==> config.mk <==
export PLATFORM = sky130hd
export DESIGN_NAME = pattern_streamer
export DESIGN_NICKNAME = d
export VERILOG_FILES = /design/src/design/streamer_pkg.sv /design/src/design/pattern_fifo.sv /design/src/design/pattern_streamer.sv /design/src/design/stream_regs.sv /design/src/design/stream_sequencer.sv
export VERILOG_INCLUDE_DIRS = /design/src /design/src/include
export SDC_FILE = /design/constraint.sdc
export NUM_CORES = 1
export LEC_CHECK = 0
export BUFFER_PORTS_ARGS = -buffer_cell sky130_fd_sc_hd__buf_2
export CORE_MARGIN = 5
export CORE_UTILIZATION = 50
export CTS_BUF_LIST = sky130_fd_sc_hd__clkbuf_4 sky130_fd_sc_hd__clkbuf_8 sky130_fd_sc_hd__clkbuf_16
export DETAILED_ROUTE_END_ITERATION = 8
export PLACE_DENSITY = 0.69
export SLEW_MARGIN = 10
export SYNTH_ARGS = -nofsm -noshare
export SYNTH_HDL_FRONTEND = slang
export SYNTH_SLANG_ARGS = --single-unit
==> constraint.sdc <==
create_clock -name clk -period 5.1 [get_ports clk]
set_clock_uncertainty 0.1 [all_clocks]
set_input_delay 1.02 -clock clk [delete_from_list [all_inputs] [get_ports clk]]
set_output_delay 1.02 -clock clk [all_outputs]
set_load 0.05 [all_outputs]
==> src/include/streamer_params.svh <==
`ifndef STREAMER_PARAMS_SVH
`define STREAMER_PARAMS_SVH

//==================================================
// Data path and storage sizes
//==================================================
// Pattern word and register data width
`define STREAM_DATA_W       32
`define STREAM_REG_IDX_W    4
// Words held by each pattern FIFO
`define STREAM_FIFO_DEPTH   16
// Must be able to hold the full depth value
`define STREAM_CNT_W        5

// Cycles that sys_resetn stays low after a soft reset
`define STREAM_SRST_CYCLES  15
// Bump whenever the register map changes
`define STREAM_VERSION      1

//==================================================
// Register indices
//==================================================
`define REG_VERSION         4'd0
`define REG_RESET           4'd1
`define REG_LOAD_F0         4'd2
`define REG_LOAD_F1         4'd3
`define REG_START           4'd4
`define REG_CONT_MODE       4'd5
`define REG_NSHOT_LIMIT     4'd6

`endif

==> src/design/streamer_pkg.sv <==
`include "streamer_params.svh"

package streamer_pkg;

   //==================================================
   // Register port
   //==================================================
   // Single-cycle request strobe, wr and rd never high together
   typedef struct packed {
      logic                         wr;
      logic                         rd;
      logic [`STREAM_REG_IDX_W-1:0] idx;
      logic [`STREAM_DATA_W-1:0]    wdata;
   } reg_req_t;

   // One-cycle response, one cycle after the strobe
   typedef struct packed {
      logic                      wr_done;
      logic                      rd_valid;
      logic                      err;
      logic [`STREAM_DATA_W-1:0] rdata;
   } reg_rsp_t;

   //==================================================
   // Pattern FIFO selection and status
   //==================================================
   // Encoding matches the START register value
   typedef enum logic [1:0] {
      SEL_NONE = 2'd0,
      SEL_F0   = 2'd1,
      SEL_F1   = 2'd2
   } fifo_sel_t;

   typedef struct packed {
      logic [`STREAM_CNT_W-1:0] count;
      logic                     nonempty;
   } fifo_stat_t;

endpackage

==> src/design/pattern_fifo.sv <==
`timescale 1ns/10ps
`include "streamer_params.svh"

module pattern_fifo
   import streamer_pkg::*;
#(
   parameter int DEPTH = `STREAM_FIFO_DEPTH
) (
   input  logic                      clk,
   input  logic                      resetn,
   input  logic                      clear,
   input  logic                      push,
   input  logic [`STREAM_DATA_W-1:0] push_data,
   input  logic                      pop,
   output logic [`STREAM_DATA_W-1:0] head_data,
   output fifo_stat_t                stat
);

   localparam int PTR_W = (DEPTH > 1) ? $clog2(DEPTH) : 1;
   localparam int CNT_W = `STREAM_CNT_W;
   localparam logic [CNT_W-1:0] FULL_CNT = CNT_W'(DEPTH);

   // Pattern storage
   logic [`STREAM_DATA_W-1:0] mem [DEPTH];
   logic [PTR_W-1:0]          rd_ptr;
   logic [PTR_W-1:0]          wr_ptr;
   logic [CNT_W-1:0]          count;
   logic                      do_pop;
   logic                      do_push;

   // Pointer wrap also works for depths that are not a power of two
   function automatic logic [PTR_W-1:0] ptr_inc(input logic [PTR_W-1:0] ptr);
      if (ptr == PTR_W'(DEPTH - 1)) begin
         return '0;
      end
      return ptr + 1'b1;
   endfunction

   // The write-back of a popped word owns the write slot that cycle
   assign do_pop  = pop && (count != '0);
   assign do_push = push && !pop && (count != FULL_CNT);

   //==================================================
   // Pointers and count
   //==================================================
   always_ff @(posedge clk) begin
      if (!resetn || clear) begin
         rd_ptr <= '0;
         wr_ptr <= '0;
         count  <= '0;
      end else if (do_pop) begin
         // Head moves to the tail, count unchanged
         rd_ptr <= ptr_inc(rd_ptr);
         wr_ptr <= ptr_inc(wr_ptr);
      end else if (do_push) begin
         wr_ptr <= ptr_inc(wr_ptr);
         count  <= count + 1'b1;
      end
   end

   // Storage write, popped word or newly loaded word
   always_ff @(posedge clk) begin
      if (do_pop) begin
         mem[wr_ptr] <= mem[rd_ptr];
      end else if (do_push) begin
         mem[wr_ptr] <= push_data;
      end
   end

   assign head_data     = mem[rd_ptr];
   assign stat.count    = count;
   assign stat.nonempty = (count != '0);

endmodule

==> src/design/pattern_streamer.sv <==
`timescale 1ns/10ps
`include "streamer_params.svh"

module pattern_streamer
   import streamer_pkg::*;
(
   input  logic                      clk,
   input  logic                      resetn,
   input  reg_req_t                  reg_req,
   output reg_rsp_t                  reg_rsp,
   output logic [`STREAM_DATA_W-1:0] stream_data,
   output logic                      stream_valid,
   input  logic                      stream_ready,
   output logic                      sys_resetn
);

   // Register block to FIFOs
   logic                      load_f0;
   logic                      load_f1;
   logic [`STREAM_DATA_W-1:0] load_data;
   logic                      fifo_clear;
   // Register block to sequencer
   fifo_sel_t                 on_deck;
   logic                      cont_mode;
   logic [`STREAM_DATA_W-1:0] nshot_limit;
   // FIFOs to sequencer and register block
   fifo_stat_t                f0_stat;
   fifo_stat_t                f1_stat;
   logic [`STREAM_DATA_W-1:0] f0_data;
   logic [`STREAM_DATA_W-1:0] f1_data;
   // Sequencer outputs
   fifo_sel_t                 active;
   logic                      pop_f0;
   logic                      pop_f1;

   //==================================================
   // Register port and soft reset
   //==================================================
   stream_regs stream_regs_inst (
      .clk         (clk),
      .resetn      (resetn),
      .reg_req     (reg_req),
      .reg_rsp     (reg_rsp),
      .f0_stat     (f0_stat),
      .f1_stat     (f1_stat),
      .active      (active),
      .load_f0     (load_f0),
      .load_f1     (load_f1),
      .load_data   (load_data),
      .on_deck     (on_deck),
      .cont_mode   (cont_mode),
      .nshot_limit (nshot_limit),
      .fifo_clear  (fifo_clear),
      .sys_resetn  (sys_resetn)
   );

   //==================================================
   // Pattern FIFOs
   //==================================================
   pattern_fifo #(.DEPTH(`STREAM_FIFO_DEPTH)) f0 (
      .clk       (clk),
      .resetn    (resetn),
      .clear     (fifo_clear),
      .push      (load_f0),
      .push_data (load_data),
      .pop       (pop_f0),
      .head_data (f0_data),
      .stat      (f0_stat)
   );

   pattern_fifo #(.DEPTH(`STREAM_FIFO_DEPTH)) f1 (
      .clk       (clk),
      .resetn    (resetn),
      .clear     (fifo_clear),
      .push      (load_f1),
      .push_data (load_data),
      .pop       (pop_f1),
      .head_data (f1_data),
      .stat      (f1_stat)
   );

   // Output stream
   stream_sequencer stream_sequencer_inst (
      .clk          (clk),
      .resetn       (resetn),
      .clear        (fifo_clear),
      .on_deck      (on_deck),
      .cont_mode    (cont_mode),
      .nshot_limit  (nshot_limit),
      .f0_stat      (f0_stat),
      .f1_stat      (f1_stat),
      .f0_data      (f0_data),
      .f1_data      (f1_data),
      .active       (active),
      .pop_f0       (pop_f0),
      .pop_f1       (pop_f1),
      .stream_data  (stream_data),
      .stream_valid (stream_valid),
      .stream_ready (stream_ready)
   );

endmodule

==> src/design/stream_regs.sv <==
`timescale 1ns/10ps
`include "streamer_params.svh"

module stream_regs
   import streamer_pkg::*;
(
   input  logic                      clk,
   input  logic                      resetn,
   input  reg_req_t                  reg_req,
   output reg_rsp_t                  reg_rsp,
   input  fifo_stat_t                f0_stat,
   input  fifo_stat_t                f1_stat,
   input  fifo_sel_t                 active,
   output logic                      load_f0,
   output logic                      load_f1,
   output logic [`STREAM_DATA_W-1:0] load_data,
   output fifo_sel_t                 on_deck,
   output logic                      cont_mode,
   output logic [`STREAM_DATA_W-1:0] nshot_limit,
   output logic                      fifo_clear,
   output logic                      sys_resetn
);

   localparam int DW     = `STREAM_DATA_W;
   localparam int CNT_W  = `STREAM_CNT_W;
   localparam int SRST_W = $clog2(`STREAM_SRST_CYCLES + 1);
   localparam logic [CNT_W-1:0] FULL_CNT = CNT_W'(`STREAM_FIFO_DEPTH);

   // Soft-reset down-counter, nonzero while the downstream reset is held
   logic [SRST_W-1:0] srst_cnt;
   logic              srst_active;
   logic              srst_start;
   // Request decode
   logic              f0_blocked;
   logic              f1_blocked;
   logic              wr_err;
   logic              wr_ok;
   logic              rd_err;
   logic [DW-1:0]     rd_value;
   // Response registers
   logic              wr_done_q;
   logic              rd_valid_q;
   logic              err_q;
   logic [DW-1:0]     rdata_q;

   // Clear starts with the accepted reset write
   assign srst_start  = wr_ok && (reg_req.idx == `REG_RESET);
   assign srst_active = (srst_cnt != '0);
   assign fifo_clear  = srst_active || srst_start;
   assign sys_resetn  = !srst_active;

   // A FIFO that plays or is about to play cannot take loads
   assign f0_blocked = (active == SEL_F0) || (on_deck == SEL_F0) || (f0_stat.count == FULL_CNT);
   assign f1_blocked = (active == SEL_F1) || (on_deck == SEL_F1) || (f1_stat.count == FULL_CNT);

   //==================================================
   // Write and read decode
   //==================================================
   always_comb begin
      case (reg_req.idx)
         `REG_RESET:       wr_err = 1'b0;
         `REG_LOAD_F0:     wr_err = f0_blocked;
         `REG_LOAD_F1:     wr_err = f1_blocked;
         // Only 0, 1 and 2 are legal start values
         `REG_START:       wr_err = (reg_req.wdata > DW'(2));
         `REG_CONT_MODE:   wr_err = 1'b0;
         `REG_NSHOT_LIMIT: wr_err = 1'b0;
         // Version is read-only, everything else is unmapped
         default:          wr_err = 1'b1;
      endcase
      // Register file is locked during soft reset
      if (srst_active) begin
         wr_err = 1'b1;
      end
   end

   assign wr_ok = reg_req.wr && !wr_err;

   always_comb begin
      rd_err   = 1'b0;
      rd_value = '0;
      case (reg_req.idx)
         `REG_VERSION:     rd_value = DW'(`STREAM_VERSION);
         `REG_RESET:       rd_value = DW'(srst_active);
         `REG_LOAD_F0:     rd_value = DW'(f0_stat.count);
         `REG_LOAD_F1:     rd_value = DW'(f1_stat.count);
         `REG_START:       rd_value = DW'(active);
         `REG_CONT_MODE:   rd_value = DW'(cont_mode);
         `REG_NSHOT_LIMIT: rd_value = nshot_limit;
         default:          rd_err   = 1'b1;
      endcase
   end

   //==================================================
   // Control registers
   //==================================================
   always_ff @(posedge clk) begin
      if (!resetn) begin
         srst_cnt    <= '0;
         on_deck     <= SEL_NONE;
         cont_mode   <= 1'b1;
         nshot_limit <= DW'(1);
         load_f0     <= 1'b0;
         load_f1     <= 1'b0;
         wr_done_q   <= 1'b0;
         rd_valid_q  <= 1'b0;
      end else begin
         load_f0    <= 1'b0;
         load_f1    <= 1'b0;
         wr_done_q  <= reg_req.wr;
         rd_valid_q <= reg_req.rd;

         if (srst_active) begin
            srst_cnt <= srst_cnt - 1'b1;
         end

         // N-shot playback never repeats, so nothing stays on deck
         if ((active != SEL_NONE) && !cont_mode) begin
            on_deck <= SEL_NONE;
         end

         if (wr_ok) begin
            case (reg_req.idx)
               `REG_RESET: begin
                  srst_cnt    <= SRST_W'(`STREAM_SRST_CYCLES);
                  on_deck     <= SEL_NONE;
                  cont_mode   <= 1'b1;
                  nshot_limit <= DW'(1);
               end
               `REG_LOAD_F0: load_f0 <= 1'b1;
               `REG_LOAD_F1: load_f1 <= 1'b1;
               `REG_START: begin
                  // Start of an empty FIFO is dropped quietly
                  if (reg_req.wdata[1:0] == 2'd0) begin
                     on_deck <= SEL_NONE;
                  end else if ((reg_req.wdata[1:0] == 2'd1) && f0_stat.nonempty) begin
                     on_deck <= SEL_F0;
                  end else if ((reg_req.wdata[1:0] == 2'd2) && f1_stat.nonempty) begin
                     on_deck <= SEL_F1;
                  end
               end
               `REG_CONT_MODE:   cont_mode   <= reg_req.wdata[0];
               `REG_NSHOT_LIMIT: nshot_limit <= reg_req.wdata;
               default: ;
            endcase
         end
      end
   end

   // Response payload and load word
   always_ff @(posedge clk) begin
      err_q   <= (reg_req.wr && wr_err) || (reg_req.rd && rd_err);
      rdata_q <= reg_req.rd ? rd_value : '0;
      if (wr_ok) begin
         load_data <= reg_req.wdata;
      end
   end

   assign reg_rsp.wr_done  = wr_done_q;
   assign reg_rsp.rd_valid = rd_valid_q;
   assign reg_rsp.err      = err_q;
   assign reg_rsp.rdata    = rdata_q;

endmodule

==> src/design/stream_sequencer.sv <==
`timescale 1ns/10ps
`include "streamer_params.svh"

module stream_sequencer
   import streamer_pkg::*;
(
   input  logic                      clk,
   input  logic                      resetn,
   input  logic                      clear,
   input  fifo_sel_t                 on_deck,
   input  logic                      cont_mode,
   input  logic [`STREAM_DATA_W-1:0] nshot_limit,
   input  fifo_stat_t                f0_stat,
   input  fifo_stat_t                f1_stat,
   input  logic [`STREAM_DATA_W-1:0] f0_data,
   input  logic [`STREAM_DATA_W-1:0] f1_data,
   output fifo_sel_t                 active,
   output logic                      pop_f0,
   output logic                      pop_f1,
   output logic [`STREAM_DATA_W-1:0] stream_data,
   output logic                      stream_valid,
   input  logic                      stream_ready
);

   localparam int DW    = `STREAM_DATA_W;
   localparam int CNT_W = `STREAM_CNT_W;

   // Words left in the current pass, including the one on the bus
   logic [CNT_W-1:0] word_cnt;
   // Passes left in N-shot mode, including the current one
   logic [DW-1:0]    pass_left;
   logic [DW-1:0]    first_passes;
   fifo_stat_t       cur_stat;
   logic             xfer;
   logic             last_word;

   assign cur_stat     = (active == SEL_F1) ? f1_stat : f0_stat;
   assign xfer         = stream_valid && stream_ready;
   assign last_word    = (word_cnt == CNT_W'(1));
   // A limit of zero plays once
   assign first_passes = (nshot_limit == '0) ? DW'(1) : nshot_limit;

   // Head word of the active FIFO goes straight to the bus
   always_comb begin
      case (active)
         SEL_F0:  stream_data = f0_data;
         SEL_F1:  stream_data = f1_data;
         default: stream_data = '0;
      endcase
   end

   // Each transfer pops and writes back the same word
   assign pop_f0 = xfer && (active == SEL_F0);
   assign pop_f1 = xfer && (active == SEL_F1);

   //==================================================
   // Output FSM
   //==================================================
   always_ff @(posedge clk) begin
      if (!resetn || clear) begin
         active       <= SEL_NONE;
         stream_valid <= 1'b0;
         word_cnt     <= '0;
         pass_left    <= '0;
      end else if (!stream_valid || (xfer && last_word && cont_mode)) begin
         // Idle, or a pass boundary in continuous mode
         if ((on_deck == SEL_F0) && f0_stat.nonempty) begin
            active       <= SEL_F0;
            stream_valid <= 1'b1;
            word_cnt     <= f0_stat.count;
            pass_left    <= first_passes;
         end else if ((on_deck == SEL_F1) && f1_stat.nonempty) begin
            active       <= SEL_F1;
            stream_valid <= 1'b1;
            word_cnt     <= f1_stat.count;
            pass_left    <= first_passes;
         end else begin
            active       <= SEL_NONE;
            stream_valid <= 1'b0;
         end
      end else if (xfer) begin
         if (!last_word) begin
            word_cnt <= word_cnt - 1'b1;
         end else if (pass_left > DW'(1)) begin
            // N-shot pass boundary with passes still to go
            word_cnt  <= cur_stat.count;
            pass_left <= pass_left - 1'b1;
         end else begin
            active       <= SEL_NONE;
            stream_valid <= 1'b0;
         end
      end
   end

endmodule

* Yosys cells after proc, flatten, opt, wreduce, memory -nomap -nowiden *
Memory sizes are Yosys's and may differ from the RTL's. A register that Yosys moved wholly into a read port is not among the register bits.
Cells that the tools add are included.

cells by class
  add/sub/neg operators = 9
  magnitude comparators = 2
  equality and inequality tests = 24
  mux-type cells = 92
  bitwise operators = 4
  reduce and logical (&&, ||, !) cells = 59

operator list
  operator                                                               count
  32-bit two-way mux                                                     9
  32-bit one-hot mux with 7 select lines                                 1
  32-bit one-hot mux with 2 select lines                                 2
  4-bit two-way mux                                                      21
  1-bit two-way mux                                                      38
  32-bit by 1-bit > comparator with 1-bit output, second input constant  1
  32-bit by 2-bit > comparator with 1-bit output, second input constant  1
  32-bit zero test                                                       1
  32-bit by 1-bit subtractor with 32-bit output, second input constant   1
  5-bit two-way mux                                                      6
  2-bit two-way mux                                                      11
  1-bit logical AND                                                      20
  4-bit by 1-bit adder with 4-bit output, second input constant          4
  4-bit == test, second input constant                                   4
  2-bit nonzero test                                                     8
  4-bit by 3-bit == test with 1-bit output, second input constant        3
  5-bit by 1-bit adder with 5-bit output, second input constant          2
  5-bit == test, second input constant                                   2
  5-bit inequality test, second input constant                           2
  2-bit AND reduction                                                    5
  5-bit nonzero test                                                     2
  4-bit by 2-bit == test with 1-bit output, second input constant        2
  1-bit logical OR                                                       8
  1-bit zero test                                                        7
  21 further kinds                                                       29

word-level totals
  flip-flop bits (word level) = 174
  RAM bits = 1024
  bits of input ports = 41
  output and inout port bits = 69
  logic and storage cells = 213
  memories = 2

memories
  name    words  width  rd ports  clocked after Yosys merged registers in  wr ports  line                source
  f0.mem  16     32     1         1                                        1         pattern_fifo.sv:24  logic [`STREAM_DATA_W-1:0] mem [DEPTH];
  f1.mem  16     32     1         1                                        1         pattern_fifo.sv:24

* Depth between registers and ports, before layout *
  word-level depth = 14
  depth in mapped cells = 11
  gate-level depth less buffers = 8

* Modules after synthesis *
A second synthesis with hierarchy kept.

unflattened totals
  cells, all modules = 2602
  area total of the unflattened synthesis = 48216.2 um^2

by module, submodules not included
  module            instances  cells an instance  area an instance (um^2)  seq. area each (um^2)
  pattern_fifo      2          921                20475.9                  15715.1
  stream_regs       1          301                3832.4                   2482.4
  stream_sequencer  1          459                3432.0                   800.8

* Worst setup path after synthesis *
No wires, ideal clock.

  path type = in2reg
  start = input stream_ready
  end = memory f1.mem[3][0] (netlist bit) (enable)
  setup time = 461 ps
  arrival = 4069 ps
  data required time = 4539 ps
  slack = 470 ps
  stages on the path = 5
  path buffers = 0
  cells stage by stage = nand3_1 nand3_1 o21ai_1 nand2_1 nor3_1

on the way
  word-level cells in the longest chain between the ends = 9
  elaborated cells between the ends (all ways) = 12
  classes of those cells = 5 x mux; 1 x bitwise; 6 x reduce/logical

ends and longest elaborated chain
  element                                  line                    source
  from (decl)                              pattern_streamer.sv:13  input logic stream_ready,
  1-bit logical AND (*)                    stream_sequencer.sv:38  assign xfer = stream_valid && stream_ready;
  1-bit logical AND (*)                    stream_sequencer.sv:54  assign pop_f1 = xfer && (active == SEL_F1);
  1-bit zero test                          pattern_fifo.sv:41      assign do_push = push && !pop && (count != FULL_CNT);
  1-bit logical AND (2 in a row)           pattern_fifo.sv:41
  1-bit two-way mux                        pattern_fifo.sv:65      end else if (do_push) begin
  1-bit two-way mux                        pattern_fifo.sv:63      if (do_pop) begin
  1-bit two-way mux (not written as such)  pattern_fifo.sv:66      mem[wr_ptr] <= push_data;
  1-bit bitwise OR (no source line) (*)    -
  to (decl)                                pattern_fifo.sv:24

Every way passes the cells marked *; elsewhere a longest branch is shown, timed or not.

==> impl_metrics.toml <==
[timing]
fin_crit_ns = 4.59
max_freq_mhz = 218
rsz0062_at_grt = "false"
setup_viol_count_final = 0
hold_slack_ns = 0.393
finalHoldViolations = 0
slew_headroom_pct = 18.7
period_share_pct = 89.9
final-max-slew-violation-count = 0
worst_pin_slew_ns = 1.22
tns_ns = 0

[global_route]
grt_max_degree = 70
antenna_found_initial = 4
grt.overflow.total = 0
globalRouteTotalUtil_pct = 23.5
grt_pass1_vias = 26300
grt_pass1_wl_mm = 177

[setup_path]
crit_path_max_incr_delay_ns = 0.73
r2r_cells = 6
crit_path_start_kind = "flop"
worstPathArrival_ns = 3.47
critPathCaptureType = "output pin"
rrSetupSlack_ns = 1.00
path_buf_inv = 2
r2r-start = "stream_sequencer_inst.pass_left[20]"
crit_type = "flop to output pin"
crit_required_ns = 3.98
path_max_fanout = 29
cpLargestDelayFamily = "multiplexers"
worstPathCellList = "buf_4, mux4_2, mux4_2, a22o_1, buf_2"
worst_path_most_repeated_cell = "mux4_2"
r2r-end = "stream_sequencer_inst.pass_left[9]"
crit_path_top_delay_cell = "dfxtp_4"

[floorplan]
io_pins = 110
row_count = 113
coreArea_um2 = 95000
die_area_um2 = 102000
die_x_um = 319
start_util_pct = 50.3
die_y_um = 319

[detailed_routing]
vias_per_cell = 6.29
dr.max_layer_used = "met5"
wl_per_cell_um = 29.1
wl_met2_mm = 57.7
wirelength_mm = 121
drt-initial-drc-count = 3351
first_pass_iters = 6
drcViolationCount = 0
ant_nets = 0
met3_length_mm = 11.5
wirelength_met1_mm = 46.5
vias = 26100

[cts]
cts_tree = "yes"
ctsHoldBuffers = 0
clockBufferDepth = 3
clk_pin_slew_ns = 0.06
clockRootBuffer = "clkbuf_16"
insertion_delay_ns = 0.72
post_cts_buffers = 0
cts_sinks = 1206
cts_made_buffers = 114
cts_max_level = 3
postCtsResizedCells = 0

[final_layout]
stdcell_count = 4155
syn2layout_area_growth_pct = 13.2
n_fill_cell = 7024
nets = 2856
seqCellArea_um2 = 34700
multi_input_area_um2 = 12600
drive_above_1_share_pct = 26.4

[logic_synthesis]
ys_types = 73
syn-cell-area_um2 = 47800
synth-edff-count = 1056
yosysWarnings = 0
syn_inst = 2654
seq_area_frac_synth_pct = 72.6
postSynthAreaPerCell_um2 = 18.0
yosys_register_bits = 1206
syn-num-nets = 2717
ys_async_sr_fraction_pct = 0
ys.flop_type = "edfxtp_1"

[pwr]
p_sw_mw = 3.99
seqPwrFrac_pct = 54.2
switching_share_pct = 20.2
vdd_ir_drop_max_uv = 284
leakage_nw = 17.3
power.internal_mw = 15.8
clkPwrFrac_pct = 43.9
power_frac_comb_pct = 1.9
p_per_area_nw_per_um2 = 365

[min_path]
hold_class = "flop to flop"
holdPathEnd = "stream_sequencer_inst.pass_left[25]"
hp-start = "stream_sequencer_inst.pass_left[25]"
holdPathStages = 2

[placement]
dp_cells = 3942
gp_congestion = 0.878
portBuffers = 109
dp_hpwl_mm = 72.1

[run]
drv_cap = 0

[run_status]
status = "completed"
==> worst max-delay path by stage <==
| stage | from | end | cells after the start |
|---|---|---|---|
| after detailed placement | stream_ready | f1.mem[2][12] | 6 |
| after global routing | flop | stream_data[3] | 5 |
| after CTS | flop | stream_data[3] | 5 |
| after floorplan | stream_ready | f1.mem[3][0] | 5 |
| final | flop | stream_data[16] | 5 |
| after global placement | flop | stream_data[3] | 5 |
==> layout make-up <==
class	instances	share of cell area, %
Inverter	23	0.160
Multi-Input combinational cell	1265	23.2
Tap cell	1265	2.92
Timing Repair Buffer	183	2.40
Clock buffer	146	5.74
Sequential cell	1206	64.2
Antenna cell	2	0.00925
Clock inverter	65	1.39
==> kinds of logic after synthesis <==
family	count (synthesis)	share of synthesized area (%)
compound gates	243	3.29
xor+xnor	15	0.275
fa+ha+maj	22	0.576
buf+inv	183	1.53
flops	1206	72.6
mux	335	15.4
simple gates	650	6.35
==> cell usage in the layout, fill, tap and decap left out, types with 5 or more instances in the layout <==
cell / count
a21oi_1: 61
a22o_1: 32
a22oi_1: 6
a31oi_1: 17
and2_1: 6
and2_2: 14
and3_1: 30
buf_12: 16
buf_2: 109
buf_4: 58
bufinv_16: 14
clkbuf_16: 114
clkbuf_4: 30
clkinv_1: 21
clkinv_2: 15
dfxtp_1: 142
edfxtp_1: 1056
ha_1: 22
inv_1: 23
inv_6: 5
mux2i_1: 14
mux4_2: 320
nand2_1: 331
nand2b_1: 6
nand3_1: 19
nand4_1: 11
nor2_1: 89
nor2_4: 13
nor2b_1: 6
nor3_1: 31
nor4_1: 25
nor4b_1: 5
o211ai_1: 7
o21ai_0: 39
o21ai_1: 5
o22ai_1: 35
or2_2: 6
or3_1: 8
or4_1: 5
xor2_1: 12
==> power by group through the flow <==
| stage | combinational [mW] | sequential, mW | clock [mW] |
|---|---|---|---|
| 6_report | 0.375 | 10.7 | 8.67 |
| 5_1_grt | 0.401 | 10.7 | 9.21 |
| 4_1_cts | 0.371 | 10.7 | 8.75 |
| 3_5_place_dp | 0.372 | 10.9 | 0 |
| 3_3_place_gp | 0.349 | 10.9 | 0 |
| 2_1_floorplan | 0.242 | 10.9 | 0 |
==> cells in the mapped netlist (4+ instances only) <==
| cell | instances | area share (%) |
|---|---|---|
| a31oi_1 | 17 | 0.22 |
| nand4_1 | 11 | 0.14 |
| nor4b_1 | 5 | 0.092 |
| mux2i_1 | 14 | 0.29 |
| buf_1 | 36 | 0.28 |
| nor4_1 | 25 | 0.33 |
| buf_2 | 16 | 0.17 |
| a211oi_1 | 4 | 0.063 |
| and3_1 | 31 | 0.41 |
| o21ai_1 | 6 | 0.063 |
| buf_4 | 4 | 0.063 |
| or4_1 | 5 | 0.079 |
| o22ai_1 | 35 | 0.46 |
| nand2_1 | 331 | 2.6 |
| a21oi_1 | 61 | 0.64 |
| o211ai_1 | 7 | 0.11 |
| ha_1 | 22 | 0.58 |
| xor2_1 | 12 | 0.22 |
| a22oi_1 | 6 | 0.094 |
| or2_2 | 6 | 0.079 |
| nor2b_1 | 6 | 0.079 |
| nand2b_1 | 6 | 0.079 |
| or3_1 | 8 | 0.10 |
| nor2_1 | 102 | 0.80 |
| nor3b_1 | 5 | 0.079 |
| o21ai_0 | 39 | 0.41 |
| mux4_2 | 320 | 15 |
| a22o_1 | 32 | 0.59 |
| clkbuf_1 | 103 | 0.81 |
| and4_1 | 4 | 0.073 |
| edfxtp_1 | 1056 | 66 |
| o31ai_1 | 4 | 0.063 |
| nand3_1 | 22 | 0.23 |
| and2_1 | 20 | 0.26 |
| o21a_1 | 4 | 0.063 |
| dfxtp_1 | 150 | 6.3 |
| nor3_1 | 35 | 0.37 |
| inv_1 | 23 | 0.18 |
==> flip-flops by register name (all words and copies together), names as in the netlist, 2 cells and up, named ones only <==
| name | cells |
|---|---|
| f0.count | 5 |
| f0.mem | 512 |
| f0.rd_ptr | 4 |
| f0.wr_ptr | 4 |
| f1.count | 5 |
| f1.mem | 512 |
| f1.rd_ptr | 4 |
| f1.wr_ptr | 4 |
| stream_regs_inst.load_data | 32 |
| stream_regs_inst.nshot_limit | 32 |
| stream_regs_inst.on_deck | 2 |
| stream_regs_inst.rdata_q | 32 |
| stream_regs_inst.srst_cnt | 4 |
| stream_sequencer_inst.active | 2 |
| stream_sequencer_inst.pass_left | 32 |
| stream_sequencer_inst.word_cnt | 5 |
==> per-layer routing <==
metal	track usage [%]	vias to the layer above
met2	37.4	1373
met4	9.12	2
met3	4.89	261
met1	32.4	13600
li1	-	10900
met5	0	-
==> worst register-to-register path, stage by stage, from the launching register on <==
cell,delay (ns)
dfxtp_1,0.34
or4_1,0.65
nor4_1,0.84
a31oi_1,0.61
nor2_2,1.00
o21ai_0,0.27
a21oi_1,0.20
==> through the flow <==
step           area, um2  worst slack [ns]  util, %  power (mW)
2_1_floorplan      47800             0.470        -        11.1
3_3_place_gp       50300              1.15     52.9        11.3
3_5_place_dp       50300              1.10     52.9        11.3
4_1_cts            54100             0.414     57.0        19.8
5_1_grt            54100             0.317     57.0        20.3
6_report           54100             0.514     57.0        19.8
Power figures use the tool's default switching activity.
